**config.mk**
```make
export PLATFORM = sky130hd
export DESIGN_NAME = bin2bcd
export DESIGN_NICKNAME = d
export VERILOG_FILES = /design/src/design/bcd_pkg.sv /design/src/design/bcd_digit_cell.sv /design/src/design/bin_shift_reg.sv /design/src/design/bcd_result_reg.sv /design/src/design/bcd_control.sv /design/src/design/bin2bcd.sv
export SDC_FILE = /design/constraint.sdc
export NUM_CORES = 1
export LEC_CHECK = 0
export ABC_AREA = 1
export ABC_CLOCK_PERIOD_IN_PS = 3800
export BUFFER_PORTS_ARGS = -buffer_cell sky130_fd_sc_hd__buf_2
export CAP_MARGIN = 25
export CORE_UTILIZATION = 28
export CTS_CLUSTER_DIAMETER = 100
export DETAILED_ROUTE_END_ITERATION = 7
export PLACE_DENSITY_LB_ADDON = 0.12
export SETUP_SLACK_MARGIN = 0.2
export SLEW_MARGIN = 20
export SYNTH_ARGS = -nofsm -noshare
export SYNTH_HDL_FRONTEND = slang
export SYNTH_HIERARCHICAL = 1
export SYNTH_SLANG_ARGS = --single-unit
```
**constraint.sdc**
```tcl
create_clock -name clk -period 3.8 [get_ports clk]
set_clock_uncertainty 0.15 [all_clocks]
set_input_delay 0.38 -clock clk [delete_from_list [all_inputs] [get_ports clk]]
set_output_delay 0.38 -clock clk [all_outputs]
set_load 0.01 [all_outputs]
```
**src/design/bcd_pkg.sv**
```systemverilog
`default_nettype none

package bcd_pkg;

  // ############################
  // digit format
  // ############################

  localparam int DIGIT_W = 4;  // one decimal digit.

  typedef logic [DIGIT_W-1:0] bcd_digit_t;  // holds 0 to 9 between steps.

  // ############################
  // sequencer states
  // ############################

  typedef enum logic [3:0] {
    IDLE       = 4'd0,  // waiting for start with digits held clear.
    SHIFT      = 4'd1,
    CHECK      = 4'd2,  // look for digits of 5 or more.
    LOAD       = 4'd3,  // add 3 where flagged.
    ITERATE    = 4'd4,
    LAST_SHIFT = 4'd5,  // final bit with no correction after it.
    DONE       = 4'd6
  } ctrl_state_t;

endpackage : bcd_pkg

`default_nettype wire

```
**src/design/bcd_digit_cell.sv**
```systemverilog
`default_nettype none

module bcd_digit_cell
  import bcd_pkg::*;
(
  input  logic       clk,
  input  logic       rst,
  input  logic       clear,
  input  logic       shift,
  input  logic       load,
  input  logic       serial_in,
  output bcd_digit_t digit,
  output logic       ge5
);

  // ############################
  // digit register
  // ############################

  always_ff @(posedge clk) begin
    if (rst || clear) begin
      digit <= '0;
    end else if (shift) begin
      digit <= {digit[DIGIT_W-2:0], serial_in};  // MSB leaves to the next cell.
    end else if (load) begin
      digit <= digit + bcd_digit_t'(3);
    end
  end

  // 5 or more would double past 9 on the next shift.
  assign ge5 = (digit >= bcd_digit_t'(5));

endmodule : bcd_digit_cell

`default_nettype wire

```
**src/design/bin_shift_reg.sv**
```systemverilog
`default_nettype none

module bin_shift_reg #(
  parameter int BIN_WIDTH = 8
) (
  input  logic                 clk,
  input  logic                 rst,
  input  logic                 capture,
  input  logic [BIN_WIDTH-1:0] bin_in,
  input  logic                 shift,
  input  logic                 count,
  output logic                 shift_out,
  output logic                 last
);

  localparam int CNT_W = $clog2(BIN_WIDTH + 1);

  logic [BIN_WIDTH-1:0] operand;
  logic [CNT_W-1:0]     bit_cnt;  // bits not yet counted off.

  always_ff @(posedge clk) begin
    if (capture) begin
      operand <= bin_in;
    end else if (shift) begin
      operand <= operand << 1;
    end
  end

  always_ff @(posedge clk) begin
    if (rst) begin
      bit_cnt <= '0;
    end else if (capture) begin
      bit_cnt <= CNT_W'(BIN_WIDTH);
    end else if (count && (bit_cnt != '0)) begin
      bit_cnt <= bit_cnt - 1'b1;
    end
  end

  assign shift_out = operand[BIN_WIDTH-1];  // MSB goes into the units cell.

  // in ITERATE the current bit is still uncounted, so 2 here means
  // only one bit is left to shift afterwards.
  assign last = (bit_cnt == CNT_W'(2));

endmodule : bin_shift_reg

`default_nettype wire

```
**src/design/bcd_result_reg.sv**
```systemverilog
`default_nettype none

module bcd_result_reg
  import bcd_pkg::*;
#(
  parameter int NUM_DIGITS = 3
) (
  input  logic                          clk,
  input  logic                          rst,
  input  logic                          done,
  input  logic [NUM_DIGITS*DIGIT_W-1:0] digits,
  output logic [NUM_DIGITS*DIGIT_W-1:0] bcd_out,
  output logic                          valid
);

  always_ff @(posedge clk) begin
    if (rst) begin
      bcd_out <= '0;
      valid   <= 1'b0;
    end else begin
      valid <= done;  // single cycle as DONE lasts one cycle.
      if (done) begin
        bcd_out <= digits;  // held until the next result.
      end
    end
  end

endmodule : bcd_result_reg

`default_nettype wire

```
**src/design/bcd_control.sv**
```systemverilog
`default_nettype none

module bcd_control
  import bcd_pkg::*;
#(
  parameter int NUM_DIGITS = 3
) (
  input  logic                  clk,
  input  logic                  rst,
  input  logic                  start,
  input  logic                  last,
  input  logic [NUM_DIGITS-1:0] ge5,
  output logic                  clear,
  output logic                  capture,
  output logic                  shift,
  output logic [NUM_DIGITS-1:0] digit_load,
  output logic                  count,
  output logic                  done,
  output logic                  busy
);

  ctrl_state_t state;
  ctrl_state_t state_nxt;
  logic [NUM_DIGITS-1:0] load_flags;  // ge5 snapshot taken in CHECK.

  // ############################
  // state register
  // ############################

  always_ff @(posedge clk) begin
    if (rst) begin
      state <= IDLE;
    end else begin
      state <= state_nxt;
    end
  end

  always_ff @(posedge clk) begin
    if (state == CHECK) begin
      load_flags <= ge5;
    end
  end

  // ############################
  // next state
  // ############################

  always_comb begin
    state_nxt = state;
    case (state)
      IDLE: begin
        if (start) begin
          state_nxt = SHIFT;
        end
      end
      SHIFT: begin
        state_nxt = CHECK;
      end
      CHECK: begin
        state_nxt = (|ge5) ? LOAD : ITERATE;  // skip LOAD when nothing to fix.
      end
      LOAD: begin
        state_nxt = ITERATE;
      end
      ITERATE: begin
        state_nxt = last ? LAST_SHIFT : SHIFT;
      end
      LAST_SHIFT: begin
        state_nxt = DONE;
      end
      DONE: begin
        state_nxt = IDLE;
      end
      default: begin
        state_nxt = IDLE;
      end
    endcase
  end

  // ############################
  // control strobes
  // ############################

  always_comb begin
    clear      = 1'b0;
    capture    = 1'b0;
    shift      = 1'b0;
    digit_load = '0;
    count      = 1'b0;
    done       = 1'b0;
    case (state)
      IDLE: begin
        clear   = 1'b1;
        capture = start;  // operand taken on the start edge.
      end
      SHIFT, LAST_SHIFT: begin
        shift = 1'b1;
      end
      LOAD: begin
        digit_load = load_flags;
      end
      ITERATE: begin
        count = 1'b1;
      end
      DONE: begin
        done = 1'b1;
      end
      default: begin
        clear = 1'b0;
      end
    endcase
  end

  assign busy = (state != IDLE);

endmodule : bcd_control

`default_nettype wire

```
**src/design/bin2bcd.sv**
```systemverilog
`default_nettype none

module bin2bcd
  import bcd_pkg::*;
#(
  parameter int BIN_WIDTH  = 8,
  parameter int NUM_DIGITS = 3
) (
  input  logic                          clk,
  input  logic                          rst,
  input  logic                          start,
  input  logic [BIN_WIDTH-1:0]          bin_in,
  output logic                          busy,
  output logic [NUM_DIGITS*DIGIT_W-1:0] bcd_out,
  output logic                          valid
);

  logic                          clear;
  logic                          capture;
  logic                          shift;
  logic                          count;
  logic                          done;
  logic                          last;
  logic                          shift_out;
  logic [NUM_DIGITS-1:0]         ge5;
  logic [NUM_DIGITS-1:0]         digit_load;
  logic [NUM_DIGITS*DIGIT_W-1:0] digits;  // units digit at the bottom.

  // ############################
  // operand feeder
  // ############################

  bin_shift_reg #(
    .BIN_WIDTH(BIN_WIDTH)
  ) feeder_i (
    .clk      (clk),
    .rst      (rst),
    .capture  (capture),
    .bin_in   (bin_in),
    .shift    (shift),
    .count    (count),
    .shift_out(shift_out),
    .last     (last)
  );

  // ############################
  // digit chain
  // ############################

  for (genvar i = 0; i < NUM_DIGITS; i++) begin : g_digit
    logic serial_in;

    if (i == 0) begin : g_first
      assign serial_in = shift_out;
    end else begin : g_next
      assign serial_in = digits[i*DIGIT_W-1];  // MSB of the lower digit.
    end

    bcd_digit_cell cell_i (
      .clk      (clk),
      .rst      (rst),
      .clear    (clear),
      .shift    (shift),
      .load     (digit_load[i]),
      .serial_in(serial_in),
      .digit    (digits[i*DIGIT_W +: DIGIT_W]),
      .ge5      (ge5[i])
    );
  end

  bcd_result_reg #(
    .NUM_DIGITS(NUM_DIGITS)
  ) drain_i (
    .clk    (clk),
    .rst    (rst),
    .done   (done),
    .digits (digits),
    .bcd_out(bcd_out),
    .valid  (valid)
  );

  // ############################
  // sequencer
  // ############################

  bcd_control #(
    .NUM_DIGITS(NUM_DIGITS)
  ) control_i (
    .clk       (clk),
    .rst       (rst),
    .start     (start),
    .last      (last),
    .ge5       (ge5),
    .clear     (clear),
    .capture   (capture),
    .shift     (shift),
    .digit_load(digit_load),
    .count     (count),
    .done      (done),
    .busy      (busy)
  );

endmodule : bin2bcd

`default_nettype wire

```
; Word level (Yosys, flattened, before mapping)
; Cells that the tools add are included.
[word_totals]
regBits = 44
latchBits = 0
ram_bits = 0
rom_bits = 0
elab_cells = 58
mem_count = 0
[op_classes]
addsub = 4
n_mul = 0
n_div = 0
n_lt_le_gt_ge = 3
eq_ne = 8
shifts = 0
n_mux = 20
n_bitwise = 0
n_reduce_logical = 13
[op_table]
columns = cell, n
row1 = 2-to-1 mux 4 bit, 9
row2 = one-hot mux 4 bit (6 select lines), 1
row3 = 2-to-1 mux 8 bit, 2
row4 = "adder 4 x 2 -> 4 bit, second input constant", 3
row5 = "== test 4 x 2 -> 1 bit, second input constant", 3
row6 = "== test 4 x 3 -> 1 bit, second input constant", 3
row7 = "greater-or-equal comparator 4 x 3 -> 1 bit, second input constant", 3
row8 = nonzero test 2 bit, 5
row9 = 2-to-1 mux 3 bit, 3
row10 = nonzero test 4 bit, 2
row11 = 2-to-1 mux 1 bit, 5
row12 = "== test 4 x 1 -> 1 bit, second input constant", 1
row13 = logical NOT 4 bit, 1
row14 = OR reduction 2 bit, 2
row15 = "subtractor 4 x 1 -> 4 bit, second input constant", 1
row16 = OR reduction 3 bit, 1
row17 = "!= test 2 bit, second input constant", 1
row18 = logical AND 1 bit, 1
row19 = logical OR 1 bit, 1

; Logic depth before layout (Yosys ltp)
[logic_depth]
ltp_word = 5
depth_mapped = 10

; Hierarchy
; Netlist, hierarchy kept.
[by_module_without_submodules]
columns = module, n_inst, cells_per_inst, area_per_inst_um2, seq_area_each_um2
row1 = bcd_digit_cell, 3, 43, 261.5, 80.1
row2 = bin_shift_reg, 1, 70, 604.3, 320.3
row3 = bcd_result_reg, 1, 80, 541.8, 260.2
row4 = bcd_control, 1, 41, 296.5, 150.1

; Worst setup path after synthesis
; Ideal clock, no wire load.
[synth_timing]
kind = flip-flop to flip-flop
startpoint = register control_i.state[0]
endpoint = register feeder_i.operand[0], enable pin
setup_time_ns = 0.310
t_arrival_ns = 1.267
required_time_ns = 3.340
path_slack_ns = 2.073
path_stages_with_launch = 4
n_path_buf = 0
synth_period_minus_slack_ns = 1.727
cell_sequence = dfxtp_1 inv_2 nor2_2 or2_2
[synth_via]
elab_chain_cells = 4
elab_cells_between_ends = 7
[synth_lines]
columns = item, line_no
row1 = from (decl), bcd_control.sv:22  ; ctrl_state_t state;
row2 = from (signal assigned), bcd_control.sv:34  ; state <= state_nxt;
row3 = == test 4 x 1 -> 1 bit or == test 4 x 3 -> 1 bit (tied branches), bcd_control.sv:91  ; case (state)
row4 = OR reduction 2 bit *, bcd_control.sv:91
row5 = 2-to-1 mux 1 bit *, bcd_control.sv:91
row6 = named net shift, bin2bcd.sv:20  ; logic shift;
row7 = nonzero test 2 bit (no source line) *, -
row8 = to (signal assigned), bin_shift_reg.sv:23  ; operand <= bin_in;
row9 = to (signal assigned), bin_shift_reg.sv:25  ; operand <= operand << 1;
row10 = to (decl), bin_shift_reg.sv:18  ; logic [BIN_WIDTH-1:0] operand;
; Mark *: on every way through the listed nets, which the timed path passes. The rest lies on a longest branch.
; A chain may end at the register's enable or synchronous reset.

; Final worst setup path
[layout_timing]
startpoint = register control_i.state[1]
endpoint = register feeder_i.operand[2], enable pin
[layout_via]
elab_cells_between_ends = 7
[layout_rtl]
columns = item, line_no
row1 = logical NOT 4 bit, bcd_control.sv:91
row2 = 2-to-1 mux 1 bit, bcd_control.sv:91
row3 = named net capture, bin2bcd.sv:19  ; logic capture;
row4 = nonzero test 2 bit (no source line), -
; The timed path passes the listed nets, and every way through them passes these cells.

==> impl_results.md <==
* DRC errors left at 0
* Post-Syn Area at 0.00223 sq mm
* Largest net degree at the start of global routing at 25
* WL met1 at 2190 um
* Fill cell count at 885
* Most numerous cell in the Yosys netlist: nand2_1
* IO Port Bufs at 24
* Sequential share of the synthesized area at a little over two fifths
* Top-area cell type share of the netlist area at 28.8%
* Final RePlAce weighted congestion at ~0.78
* Hold Fails Final Rpt at 0
* Top cells by count, synth: nand2_1 (100), inv_1 (52), nor2_1 (49), dfxtp_1 (32), nand3_1 (19)
* Fraction of registers with async set/reset at 0%
* Setup TNS at 0 ns
* Ys flop type: dfxtp_1
* Ant diodes at 0
* Sw Share at 27.7%
* Number of core rows at 32
* Total GRT Usage at 12.0%
* Post-DRT Antenna Nets at 0
* Grt total ovfl at 0
* Clk buf depth at 2
* Setup Viol. Count Final at 0
* Startpoint types: flop
* Largest area contributor in the netlist: dfxtp_1
* Initial antenna violation count at 0
* Post-CTS Repair Setup Buffers at 0
* Fin crit period at 2.07 ns
* Worst Path Class, Setup: flop to flop
* RSZ-0062 raised after global routing: no
* Logic pwr share at between 10% and 20%
* Outcome: complete, no violations
* Post-synthesis register bit count at 43
* CP Capture Type: flop
* CTS Sinks at 43
* Dpl hpwl at 3200 um
* Core Box Area at 0.00773 sq mm
* Synth Warn # at 6
* CTS tree: built
* Met3 Wirelength at 133 um
* Net Switching at approximately 260 uW
* Mapped Nets at 340
* Final WL at 4410 um
* Synth unique cells at 21
* Int Power at 673 uW
* Peak VDD IR at 0.000178 V
* Avg Synthesized Cell Area at 6.96 sq um
* Clk pwr share at 30.5%
* Worst Max-Slew Pin Slew at roughly 0.99 ns
* Clock latency on the worst-skew pair at ~0.29 ns
* Total CTS buffers at 5
* Die Wd at 91.2 um
* Global-route wire length before repair at 8000 um
* Ranking of synthesized cells by area: dfxtp_1 (29%), nand2_1 (17%), edfxtp_1 (15%), inv_1 (8.8%), nor2_1 (8.3%)
* IO Count at 25
* Metal2 WL at about 2100 um
* Cell Pwr Density at 370 mW/mm^2
* Worst-path clk slew at 0.08 ns
* Part of the power in registers at between 50 and 60%
* Crit path required time at 3.63 ns
* P_leak at 0.00117 uW
* Synth Instances at 320
* Period utilization at 54.4%
* Die Ht at slightly above 90 um
* DR top layer: met4
* R2R setup slack at 1.73 ns
* Crit path DAT at 1.90 ns
* Slew HR at roughly a third
* Htree depth at 2
* Initial Util at 28.8%
* Hold Buf Count CTS at 0
* Post-synth EDFFs at 11
* Min-delay worst type: input pin to flop
* Nets at 367
* Via count at 1860
* Area Growth Syn to Fin at 12.9%
* Critical Path Fanout Max at 11
* WL/cell at just under 10 um
* Final total power at 931 uW
* Drt pass-1 iters at 4
* Root buffer cell: clkbuf_8
* MaxCap Viol Count at 0
* Peak Freq at 484 MHz
* Pins Over Slew Limit at 0
* 1st-iter DRT viols at 64
* Die ar. at 0.00831 sq mm
* Via/cell ratio at 4.13
* Ratio of cells with drive above 1 in the final layout at ~15%
* Post-CTS Resized at 0
* Vias in the first global route at 1786
routing by layer:
layer	global-route usage (%)	vias to the layer above
li1	-	1021
met1	15.1	814
met2	20.5	23
met3	3.02	2
met4	3.17	0
met5	0	-
worst paths after layout:
kind,cells past startpoint,from,to
max,4,control_i/state[1],feeder_i/operand[2]
min,3,bin_in[0],feeder_i/operand[0]
min reg2reg,2,drain_i/bcd_out[1],drain_i/bcd_out[1]
max reg2reg,4,control_i/state[1],feeder_i/operand[2]
placed cells by master (no fill, tap or decap):
cell type,n
o21bai_1,1
nand2_2,2
buf_2,24
or2_2,1
o21ai_0,3
inv_2,5
nand3_1,19
nand2_1,100
ha_1,9
a21oi_1,12
nor2_1,49
clkbuf_1,2
a21oi_4,1
buf_4,1
inv_1,52
clkinv_2,1
nor2_2,12
o21ai_1,5
dfxtp_1,32
nor3b_1,1
edfxtp_1,11
clkbuf_8,5
logic make-up (layout without fill, tap and decap cells):
logic type	count (synthesis)	in the layout	synth area share, %
and+or+nand+nor	184	184	33.9
AOI/OAI and AO/OA	22	22	5.56
DFF	43	43	43.6
buffers and inverters	62	90	11.9
adders and majority gates	9	9	5.06
power groups by stage:
| stage | combinational [uW] | sequential (uW) | clock [uW] |
|---|---|---|---|
| after floorplan | 98.5 | 525 | 0 |
| after global placement | 131 | 527 | 0 |
| after detailed placement | 132 | 527 | 0 |
| after CTS | 133 | 517 | 301 |
| after global routing | 153 | 521 | 320 |
| final | 130 | 517 | 284 |
state kept, by name, indices dropped and copies added, names as in the netlist:
name and count:
feeder_i/bit_cnt 4, drain_i/valid 1, g_digit.cell_i/digit 12, drain_i/bcd_out 12
control_i/state 3, control_i/load_flags 3, feeder_i/operand 8
through the flow:
stage | instances | setup WS [ns] | util, % | hold slack (ns) | cell area [sq um]
after floorplan | 320 | 2.07 | - | 0.299 | 2230
after global placement | 442 | 1.74 | 31.5 | 0.305 | 2430
after detailed placement | 442 | 1.69 | 31.5 | 0.309 | 2430
after CTS | 450 | 1.69 | 32.5 | 0.192 | 2510
after global routing | 450 | 1.55 | 32.5 | 0.194 | 2510
final | 450 | 1.73 | 32.5 | 0.200 | 2510
critical path: stages, from the launching register on:
cell and delay (ns):
dfxtp_1 0.35, nor2_1 0.19, nand2_1 0.14, nor2_1 0.58, or2_2 0.35
layout make-up:
cell class	instances	area (sq um)	area share, %
multi-input cells	215	992	39.5
flip-flops and latches	43	971	38.6
inverters	57	214	8.51
repair buffers	25	128	5.08
well taps	102	128	5.08
clock buffers	7	76.3	3.04
clock inverters	1	5.00	0.199
Power figures use the tool's default switching activity.
